### src/verilog/panel_pkg.sv
package panel_pkg;

    //////////////////////////////////////////////////
    // Widths
    //////////////////////////////////////////////////

    typedef logic [31:0] apb_addr_t;   // APB address
    typedef logic [31:0] apb_data_t;   // APB data word
    typedef logic [1:0]  att_t;        // Attenuator step
    typedef logic [2:0]  led_t;        // Green, blue, red from bit 0
    typedef logic [15:0] io_word_t;    // Port 1 high byte, port 0 low byte
    typedef logic [7:0]  byte_t;       // One I2C frame byte

    //////////////////////////////////////////////////
    // Register page offsets
    //////////////////////////////////////////////////

    localparam logic [11:0] CHA_CTRL_OFS = 12'h000;   // Channel A control
    localparam logic [11:0] CHB_CTRL_OFS = 12'h004;   // Channel B control

    //////////////////////////////////////////////////
    // I/O expander
    //////////////////////////////////////////////////

    // Device 0x20, R/W bit low
    localparam byte_t IOEXP_ADDR_BYTE = 8'h40;
    localparam byte_t IOEXP_CMD_OUT0  = 8'h02;        // Output port 0, auto-increments to port 1

    // Frame sequencer states
    typedef enum logic [2:0] {
        IDLE,
        START,
        BYTE,
        ACK,
        STOP
    } frame_state_t;

endpackage

### src/verilog/i2c_timer_if.sv
`timescale 1ns/10ps

// Bit timing handshake between frame FSM and quarter-bit timer
interface i2c_timer_if;

    logic       bit_start;      // FSM asks for one bit period
    logic [1:0] quarter;        // Current quarter of the bit
    logic       quarter_tick;   // First cycle of each quarter
    logic       bit_done;       // Bit period over, timer idle again

    modport timer_mp (
        input  bit_start,
        output quarter,
        output quarter_tick,
        output bit_done
    );

    modport fsm_mp (
        output bit_start,
        input  quarter,
        input  quarter_tick,
        input  bit_done
    );

endinterface

### src/verilog/channel_regs.sv
`timescale 1ns/10ps

module channel_regs #(
    parameter logic [19:0] PAGE_BASE = 20'h43C00    // Upper address bits of this page
) (
    input  logic                clk,
    input  logic                reset_i,

    // APB slave, zero wait
    input  logic                psel_i,
    input  logic                penable_i,
    input  logic                pwrite_i,
    input  panel_pkg::apb_addr_t paddr_i,
    input  panel_pkg::apb_data_t pwdata_i,
    output panel_pkg::apb_data_t prdata_o,

    // Channel A settings
    output panel_pkg::att_t     a_att_o,
    output logic                a_amp_en_o,
    output panel_pkg::led_t     a_led_o,

    // Channel B settings
    output panel_pkg::att_t     b_att_o,
    output logic                b_amp_en_o,
    output panel_pkg::led_t     b_led_o
);

    import panel_pkg::*;

    logic [5:0] a_ctrl;     // {led, amp_en, att}
    logic [5:0] b_ctrl;
    logic       page_hit;
    logic       a_hit;
    logic       b_hit;
    logic       wr_en;

    //////////////////////////////////////////////////
    // Address decode
    //////////////////////////////////////////////////

    assign page_hit = psel_i && (paddr_i[31:12] == PAGE_BASE);
    assign a_hit    = page_hit && (paddr_i[11:0] == CHA_CTRL_OFS);
    assign b_hit    = page_hit && (paddr_i[11:0] == CHB_CTRL_OFS);
    assign wr_en    = penable_i && pwrite_i;     // Access phase of a write

    // Write lands on the edge closing the access cycle
    always_ff @(posedge clk) begin
        if (reset_i) begin
            a_ctrl <= '0;
            b_ctrl <= '0;
        end else begin
            if (wr_en && a_hit)
                a_ctrl <= pwdata_i[5:0];
            if (wr_en && b_hit)
                b_ctrl <= pwdata_i[5:0];
        end
    end

    // Read mux, unmapped offsets and upper bits give zero
    always_comb begin
        prdata_o = '0;
        if (a_hit)
            prdata_o = apb_data_t'(a_ctrl);
        else if (b_hit)
            prdata_o = apb_data_t'(b_ctrl);
    end

    // Field split
    assign a_att_o    = a_ctrl[1:0];
    assign a_amp_en_o = a_ctrl[2];
    assign a_led_o    = a_ctrl[5:3];
    assign b_att_o    = b_ctrl[1:0];
    assign b_amp_en_o = b_ctrl[2];
    assign b_led_o    = b_ctrl[5:3];

endmodule

### src/verilog/i2c_bit_timer.sv
`timescale 1ns/10ps

module i2c_bit_timer #(
    parameter int QUARTER_DIV = 63     // Clocks per quarter bit
) (
    input  logic            clk,
    input  logic            reset_i,
    i2c_timer_if.timer_mp   tmr
);

    localparam int CNT_W = (QUARTER_DIV > 1) ? $clog2(QUARTER_DIV) : 1;

    logic [CNT_W-1:0] presc;
    logic [1:0]       quarter;
    logic             busy;
    logic             run;
    logic             quarter_end;
    logic             bit_done;

    // bit_start cycle counts as the first clock of quarter 0
    assign run         = busy || tmr.bit_start;
    assign quarter_end = (presc == CNT_W'(QUARTER_DIV - 1));

    always_ff @(posedge clk) begin
        if (reset_i) begin
            busy     <= 1'b0;
            presc    <= '0;
            quarter  <= '0;
            bit_done <= 1'b0;
        end else begin
            bit_done <= 1'b0;
            if (run) begin
                if (quarter_end) begin
                    presc    <= '0;
                    quarter  <= quarter + 2'd1;     // Wraps back to 0 at bit end
                    busy     <= (quarter != 2'd3);
                    bit_done <= (quarter == 2'd3);
                end else begin
                    presc <= presc + 1'b1;
                    busy  <= 1'b1;
                end
            end
        end
    end

    assign tmr.quarter      = quarter;
    assign tmr.quarter_tick = run && (presc == '0);    // Four per bit
    assign tmr.bit_done     = bit_done;                // Timer already idle here

endmodule

### src/verilog/i2c_frame_fsm.sv
`timescale 1ns/10ps

module i2c_frame_fsm (
    input  logic            clk,
    input  logic            reset_i,
    i2c_timer_if.fsm_mp     tmr,
    input  logic            pending_i,    // Shifter holds an unsent word
    input  logic            bit_i,        // Data bit from shifter
    output logic            load_o,
    output logic            shift_o,
    output logic            scl_o,
    output logic            sda_o
);

    import panel_pkg::*;

    frame_state_t state;
    frame_state_t state_nxt;
    logic [2:0]   bit_cnt;      // Bit within byte, wraps after 8
    logic [1:0]   byte_cnt;     // Byte within frame, wraps after 4
    logic         tick_q;       // Quarter tick, one cycle late
    logic [1:0]   qtr_q;        // Quarter seen at that tick
    logic         scl_nxt;

    //////////////////////////////////////////////////
    // Sequencing
    //////////////////////////////////////////////////

    always_comb begin
        state_nxt = state;
        unique case (state)
            IDLE:  if (pending_i) state_nxt = START;
            START: if (tmr.bit_done) state_nxt = BYTE;
            BYTE:  if (tmr.bit_done && bit_cnt == 3'd7) state_nxt = ACK;
            ACK:   if (tmr.bit_done) state_nxt = (byte_cnt == 2'd3) ? STOP : BYTE;
            STOP:  if (tmr.bit_done) state_nxt = IDLE;
            default: state_nxt = IDLE;
        endcase
    end

    // Next bit starts right in the bit_done cycle, so bits sit back to back
    assign tmr.bit_start = (state_nxt != IDLE) && (state_nxt != state || tmr.bit_done);
    assign load_o        = (state == IDLE) && pending_i;
    // Advance after SDA has taken the bit
    assign shift_o       = (state == BYTE) && tmr.quarter_tick && (tmr.quarter == 2'd2);

    always_ff @(posedge clk) begin
        if (reset_i) begin
            state    <= IDLE;
            bit_cnt  <= '0;
            byte_cnt <= '0;
        end else begin
            state <= state_nxt;
            if (tmr.bit_done && state == BYTE)
                bit_cnt <= bit_cnt + 3'd1;
            if (tmr.bit_done && state == ACK)
                byte_cnt <= byte_cnt + 2'd1;
        end
    end

    //////////////////////////////////////////////////
    // Pins
    //////////////////////////////////////////////////

    // SCL per quarter, state_nxt covers the tick in the bit_start cycle
    always_comb begin
        unique case (state_nxt)
            START:   scl_nxt = 1'b1;                      // Held high, SDA falls under it
            STOP:    scl_nxt = (tmr.quarter != 2'd0);     // Up before SDA rises
            BYTE,
            ACK:     scl_nxt = tmr.quarter[1];            // Low q0 q1, high q2 q3
            default: scl_nxt = 1'b1;
        endcase
    end

    always_ff @(posedge clk) begin
        if (reset_i) begin
            scl_o  <= 1'b1;
            sda_o  <= 1'b1;
            tick_q <= 1'b0;
        end else begin
            tick_q <= tmr.quarter_tick;
            if (tmr.quarter_tick)
                scl_o <= scl_nxt;
            // SDA trails SCL by one clock so it never moves on an SCL edge
            if (tick_q) begin
                unique case (state)
                    START: sda_o <= (qtr_q < 2'd2);       // Start condition in q2
                    BYTE:  if (qtr_q == 2'd0) sda_o <= bit_i;
                    ACK:   sda_o <= 1'b1;                 // Released for the ack
                    STOP:  sda_o <= (qtr_q >= 2'd2);      // Stop condition in q2
                    default: sda_o <= 1'b1;
                endcase
            end
        end
    end

    always_ff @(posedge clk)
        qtr_q <= tmr.quarter;

endmodule

### src/verilog/i2c_frame_shifter.sv
`timescale 1ns/10ps

module i2c_frame_shifter (
    input  logic                 clk,
    input  logic                 reset_i,
    input  panel_pkg::io_word_t  word_i,
    input  logic                 load_i,      // Capture new frame
    input  logic                 shift_i,     // Next data bit
    output logic                 pending_o,   // Word not yet sent
    output logic                 bit_o        // Current data bit
);

    import panel_pkg::*;

    io_word_t    last_word;     // Word of the latest frame
    logic [31:0] frame_sr;      // addr, cmd, port 0, port 1
    logic        pending;

    // Pending flag, set after reset so the first frame goes out
    always_ff @(posedge clk) begin
        if (reset_i)
            pending <= 1'b1;
        else if (load_i)
            pending <= 1'b0;
        else if (word_i != last_word)
            pending <= 1'b1;      // Changed mid-frame, newest word goes next
    end

    //////////////////////////////////////////////////
    // Frame bytes, MSB first
    //////////////////////////////////////////////////

    always_ff @(posedge clk) begin
        if (load_i) begin
            last_word <= word_i;
            frame_sr  <= {IOEXP_ADDR_BYTE, IOEXP_CMD_OUT0, word_i[7:0], word_i[15:8]};
        end else if (shift_i) begin
            frame_sr <= {frame_sr[30:0], 1'b0};
        end
    end

    assign pending_o = pending;
    assign bit_o     = frame_sr[31];

endmodule

### src/verilog/panel_io_map.sv
`timescale 1ns/10ps

module panel_io_map (
    input  logic                 clk,
    input  logic                 reset_i,
    input  panel_pkg::att_t      a_att_i,
    input  logic                 a_amp_en_i,
    input  panel_pkg::led_t      a_led_i,
    input  panel_pkg::att_t      b_att_i,
    input  logic                 b_amp_en_i,
    input  panel_pkg::led_t      b_led_i,
    input  logic                 dor_a_i,     // Channel A overrange
    input  logic                 dor_b_i,     // Channel B overrange
    output panel_pkg::io_word_t  word_o
);

    import panel_pkg::*;

    localparam io_word_t WORD_RST = 16'h6F33;   // Pins for all-zero settings

    led_t     a_led;
    led_t     b_led;
    io_word_t word_nxt;

    // Overrange lights red only
    function automatic led_t force_red(led_t led, logic dor);
        return dor ? 3'b100 : led;
    endfunction

    assign a_led = force_red(a_led_i, dor_a_i);
    assign b_led = force_red(b_led_i, dor_b_i);

    // LEDs are common-anode so active low, attenuator pins too
    assign word_nxt = {
        1'b0, ~a_led[2], ~b_led[2], 1'b0,                     // Port 1 [7:4]
        ~b_led[1], ~b_led[0], ~a_led[1], ~a_led[0],           // Port 1 [3:0]
        1'b0, a_amp_en_i, ~a_att_i[1], ~a_att_i[0],           // Port 0 [7:4]
        1'b0, b_amp_en_i, ~b_att_i[1], ~b_att_i[0]            // Port 0 [3:0]
    };

    always_ff @(posedge clk) begin
        if (reset_i)
            word_o <= WORD_RST;
        else
            word_o <= word_nxt;
    end

endmodule

### src/verilog/r24bb_panel_top.sv
`timescale 1ns/10ps

module r24bb_panel_top #(
    parameter int          QUARTER_DIV = 63,          // Clocks per quarter bit
    parameter logic [19:0] PAGE_BASE   = 20'h43C00    // APB page of channel regs
) (
    input  logic                 clk,
    input  logic                 reset_i,

    // APB
    input  logic                 apb_psel_i,
    input  logic                 apb_penable_i,
    input  logic                 apb_pwrite_i,
    input  panel_pkg::apb_addr_t apb_paddr_i,
    input  panel_pkg::apb_data_t apb_pwdata_i,
    output panel_pkg::apb_data_t apb_prdata_o,

    // ADC overrange
    input  logic                 dor_a_i,
    input  logic                 dor_b_i,

    // Front panel expander
    output logic                 io_scl_o,
    output logic                 io_sda_o
);

    import panel_pkg::*;

    att_t     a_att;
    logic     a_amp_en;
    led_t     a_led;
    att_t     b_att;
    logic     b_amp_en;
    led_t     b_led;
    io_word_t io_word;
    logic     pending;
    logic     load;
    logic     shift;
    logic     frame_bit;

    i2c_timer_if tmr_if ();

    //////////////////////////////////////////////////
    // Registers and pin map
    //////////////////////////////////////////////////

    channel_regs #(
        .PAGE_BASE (PAGE_BASE)
    ) regs_inst (
        .clk        (clk),
        .reset_i    (reset_i),
        .psel_i     (apb_psel_i),
        .penable_i  (apb_penable_i),
        .pwrite_i   (apb_pwrite_i),
        .paddr_i    (apb_paddr_i),
        .pwdata_i   (apb_pwdata_i),
        .prdata_o   (apb_prdata_o),
        .a_att_o    (a_att),
        .a_amp_en_o (a_amp_en),
        .a_led_o    (a_led),
        .b_att_o    (b_att),
        .b_amp_en_o (b_amp_en),
        .b_led_o    (b_led)
    );

    panel_io_map map_inst (
        .clk        (clk),
        .reset_i    (reset_i),
        .a_att_i    (a_att),
        .a_amp_en_i (a_amp_en),
        .a_led_i    (a_led),
        .b_att_i    (b_att),
        .b_amp_en_i (b_amp_en),
        .b_led_i    (b_led),
        .dor_a_i    (dor_a_i),
        .dor_b_i    (dor_b_i),
        .word_o     (io_word)
    );

    //////////////////////////////////////////////////
    // I2C serializer
    //////////////////////////////////////////////////

    i2c_bit_timer #(
        .QUARTER_DIV (QUARTER_DIV)
    ) timer_inst (
        .clk     (clk),
        .reset_i (reset_i),
        .tmr     (tmr_if.timer_mp)
    );

    i2c_frame_shifter shifter_inst (
        .clk       (clk),
        .reset_i   (reset_i),
        .word_i    (io_word),
        .load_i    (load),
        .shift_i   (shift),
        .pending_o (pending),
        .bit_o     (frame_bit)
    );

    i2c_frame_fsm fsm_inst (
        .clk       (clk),
        .reset_i   (reset_i),
        .tmr       (tmr_if.fsm_mp),
        .pending_i (pending),
        .bit_i     (frame_bit),
        .load_o    (load),
        .shift_o   (shift),
        .scl_o     (io_scl_o),
        .sda_o     (io_sda_o)
    );

endmodule
### config.mk
export PLATFORM = sky130hd
export DESIGN_NAME = r24bb_panel_top
export DESIGN_NICKNAME = d
export VERILOG_FILES = /design/src/verilog/panel_pkg.sv /design/src/verilog/i2c_timer_if.sv /design/src/verilog/channel_regs.sv /design/src/verilog/i2c_bit_timer.sv /design/src/verilog/i2c_frame_fsm.sv /design/src/verilog/i2c_frame_shifter.sv /design/src/verilog/panel_io_map.sv /design/src/verilog/r24bb_panel_top.sv
export SDC_FILE = /design/constraint.sdc
export NUM_CORES = 1
export LEC_CHECK = 0
export CAP_MARGIN = 20
export CORE_MARGIN = 3
export CORE_UTILIZATION = 30
export DETAILED_ROUTE_END_ITERATION = 8
export DONT_BUFFER_PORTS = 1
export PLACE_DENSITY = 0.42
export SLEW_MARGIN = 20
export SYNTH_ARGS = -nofsm -noshare
export SYNTH_HDL_FRONTEND = slang
export SYNTH_SLANG_ARGS = --single-unit
### constraint.sdc
create_clock -name clk -period 2.4 [get_ports clk]
set_input_delay 0.36 -clock clk [delete_from_list [all_inputs] [get_ports clk]]
set_output_delay 0.36 -clock clk [all_outputs]
set_load 0.03 [all_outputs]
==> flow_summary.yaml <==
run_status:
  status: "complete, no violations"
floorplanning:
  chipHeight_um: 123
  boundaryPins: 105
  die-width_um: 123
  start_util_pct: 30.8
  fp-row-count: 42
  dieArea_um2: 15100
  coreArea_um2: 13300
clock_tree:
  cts_buffer_depth: 2
  cts_max_level: 3
  numCtsBuffers: 9
  cts_setup_buffers: 0
  clkSlewWorstSetupHoldPaths_ns: 0.06
  cts_tree: "done"
  ctsHoldBuffers: 0
  ctsResizeCount: 0
  clock_latency_ns: 0.33
  cts.sinks: 92
  cts-root-buf: "clkbuf_16"
global_route:
  grt_overflow: 0
  grt_first_pass_wirelength_um: 12700
  grt_max_degree: 26
  grt_use_total_pct: 10.9
  antenna_found_initial: 0
  grt_pass1_vias: 2564
  met2_usage_pct: 17.4
  grt_use_met1_pct: 14.0
  use_met3_pct: 2.76
  grt.busiest_layer: "met2"
critical_path:
  worstSetupStartpointType: "flop"
  ff2ff_setup_slack_ns: 0.29
  crit_arrival_ns: 2.34
  critPathMaxFanout: 12
  rr_worst_depth: 8
  critPathKind: "reg2reg"
  r2r-start: "fsm_inst.bit_cnt[0]"
  setup.worst_path.end_class: "flop"
  required_ns: 2.63
  reg2reg_to: "timer_inst.presc[4]"
synth:
  synth_top_family_by_area: "simple AND/OR/NAND/NOR gates"
  synthFlopType: "dfxtp_1"
  synth.top_cell.area_share_pct: 31.3
  synth-compound-area-share_pct: 6.03
  syn_area_per_cell_um2: 10.3
  async_reset_ff_share_pct: 0
  synth_most_common_cell: "nand2_1"
  netlist_area_um2: 4090
  synth_edf_count: 28
  synthCells: 396
  ys_seq_area_share_pct: 51.9
  synthXorXnorAreaFrac_pct: 3.00
  synth_top_cell_by_area: "dfxtp_1"
  synth_mux_area_share_pct: 9.30
  synth-adder-area-share_pct: 2.75
  synth_area_leaders: "dfxtp_1 31%, edfxtp_1 21%, mux2i_1 9.3%"
  yosysWarnings: 0
  synth.distinct_cells: 50
  synth-simple-area-share_pct: 18.6
  ys_seq_elements: 92
  synth_common_cells: "68 x nand2_1, 64 x dfxtp_1, 38 x mux2i_1"
cells_and_area:
  syn_to_final_growth_pct: 10.4
  drive_above_1_share_pct: 11.2
  nNetsFinal: 486
  utilization_pct: 34.0
  antenna_cells: 0
  fin_area_um2: 4520
  finalNonFillerCells: 587
  num-fill-cells: 1345
drt:
  drc: 0
  drt-initial-drc-count: 94
  vias: 2576
  ant_nets: 0
  dr.pass1.iters: 4
  vias_per_cell: 4.39
  routed_wl_um: 7640
  wl_per_cell_um: 13.0
place:
  dp_cells: 571
  dp_hpwl_um: 5520
  pre_cts_ws_ns: 0.229
  placed_area_um2: 4220
  numPortBuffers: 0
  gp_congestion: 0.783
timing:
  final.min_clock_period_ns: 2.11
  tns_ns: 0
  rsz0062_at_grt: "false"
  fin_skew_ns: 0.00829
  drv_slew: 0
  min_period_over_period_pct: 87.8
  max_freq_mhz: 474
  hold_viol: 0
  fin_ws_ns: 0.292
  setup_violations: 0
  hold_ws_ns: 0.0817
power_and_ir_drop:
  ir_worst_vdd_uv: 369
  power_leakage_nw: 1.80
  powerDensity_nw_per_um2: 746
  power_mw: 3.37
hold_path:
  hold_end: "timer_inst.presc[3]"
  min_delay_path_depth: 1
  hp-start: "reset_i"
  min_path_type: "in2reg"
job:
  drv_cap: 0
report_power, final:
| part | switching [mW] | total (mW) | internal, mW |
|---|---|---|---|
| logic | 0.187 | 0.270 | 0.0823 |
| registers | 0.0382 | 1.71 | 1.67 |
| clock network | 0.582 | 1.39 | 0.806 |
worst max-delay path: stages, from the launching register on:
cell      delay, ns
dfxtp_1        0.32
ha_1           0.20
ha_1           0.19
and3_1         0.14
o31a_1         0.34
o41ai_4        0.32
buf_4          0.24
o311ai_0       0.15
o41ai_1        0.09
placed cells by master (no fill, tap or decap), types with 2 or more instances in the layout:
master,netlist,final
a21oi_1,6,6
a21oi_2,4,4
and2_1,7,7
and3_1,2,2
buf_4,26,16
clkbuf_16,0,9
clkinv_4,0,2
conb_1,1,26
dfxtp_1,64,64
edfxtp_1,28,28
ha_1,9,9
inv_1,9,9
mux2i_1,38,38
nand2_1,68,68
nand2b_1,3,3
nand3_1,7,7
nand4_1,5,5
nor2_1,37,37
nor3_1,2,2
nor3_4,2,2
nor4_1,9,9
nor4b_1,2,2
o21ai_0,12,12
o21ai_2,2,2
or3_1,2,2
xnor2_1,8,8
xor2_1,6,6
cells by family (layout without fill, tap and decap cells):
logic type | Yosys count | count (layout)
AND/OR/NAND/NOR | 156 | 156
flip-flops | 92 | 92
AO/OA/AOI/OAI | 34 | 34
other | 1 | 26
adder cells (fa/ha/maj) | 9 | 9
buffers and inverters | 52 | 42
XOR/XNOR | 14 | 14
multiplexers | 38 | 38
state kept, by name, indices dropped and copies added, names as in the netlist, 2 cells and up:
register	cells
regs_inst.b_ctrl	6
regs_inst.a_ctrl	6
fsm_inst.byte_cnt	2
fsm_inst.bit_cnt	3
shifter_inst.last_word	12
fsm_inst.state	3
map_inst.word_o	12
timer_inst.tmr.quarter	2
shifter_inst.frame_sr	32
fsm_inst.qtr_q	2
timer_inst.presc	6
routing by layer:
layer	part of all wire [%]	up-vias	routed length [µm]
li1	-	1333	-
met5	0	-	0
met2	46	68	3500
met1	48	1166	3680
met3	4.6	9	351
met4	1.4	0	107
cell type report:
class	count	area (µm²)	share of cell area, %
Clock buffer	10	229	5.07
Clock inverter	6	65.1	1.44
Inverter	10	37.5	0.831
Multi-Input combinational cell	277	1720	38.1
Sequential cell	92	2120	47.0
Tap cell	176	220	4.88
Timing Repair Buffer	16	120	2.66
worst max-delay path by stage:
stage	endpoint	slack (ns)	depth (start not counted)	start
floorplan	shifter_inst.frame_sr[0]	0.22	7	fsm_inst.state[2]
global placement	apb_prdata_o[4]	0.26	5	apb_paddr_i[21]
detailed placement	regs_inst.a_ctrl[0]	0.23	5	apb_paddr_i[21]
CTS	apb_prdata_o[4]	0.23	5	apb_paddr_i[21]
global route	apb_prdata_o[4]	0.15	5	apb_paddr_i[21]
finish	timer_inst.presc[4]	0.29	8	fsm_inst.bit_cnt[0]
Power figures use the tool's default switching activity.
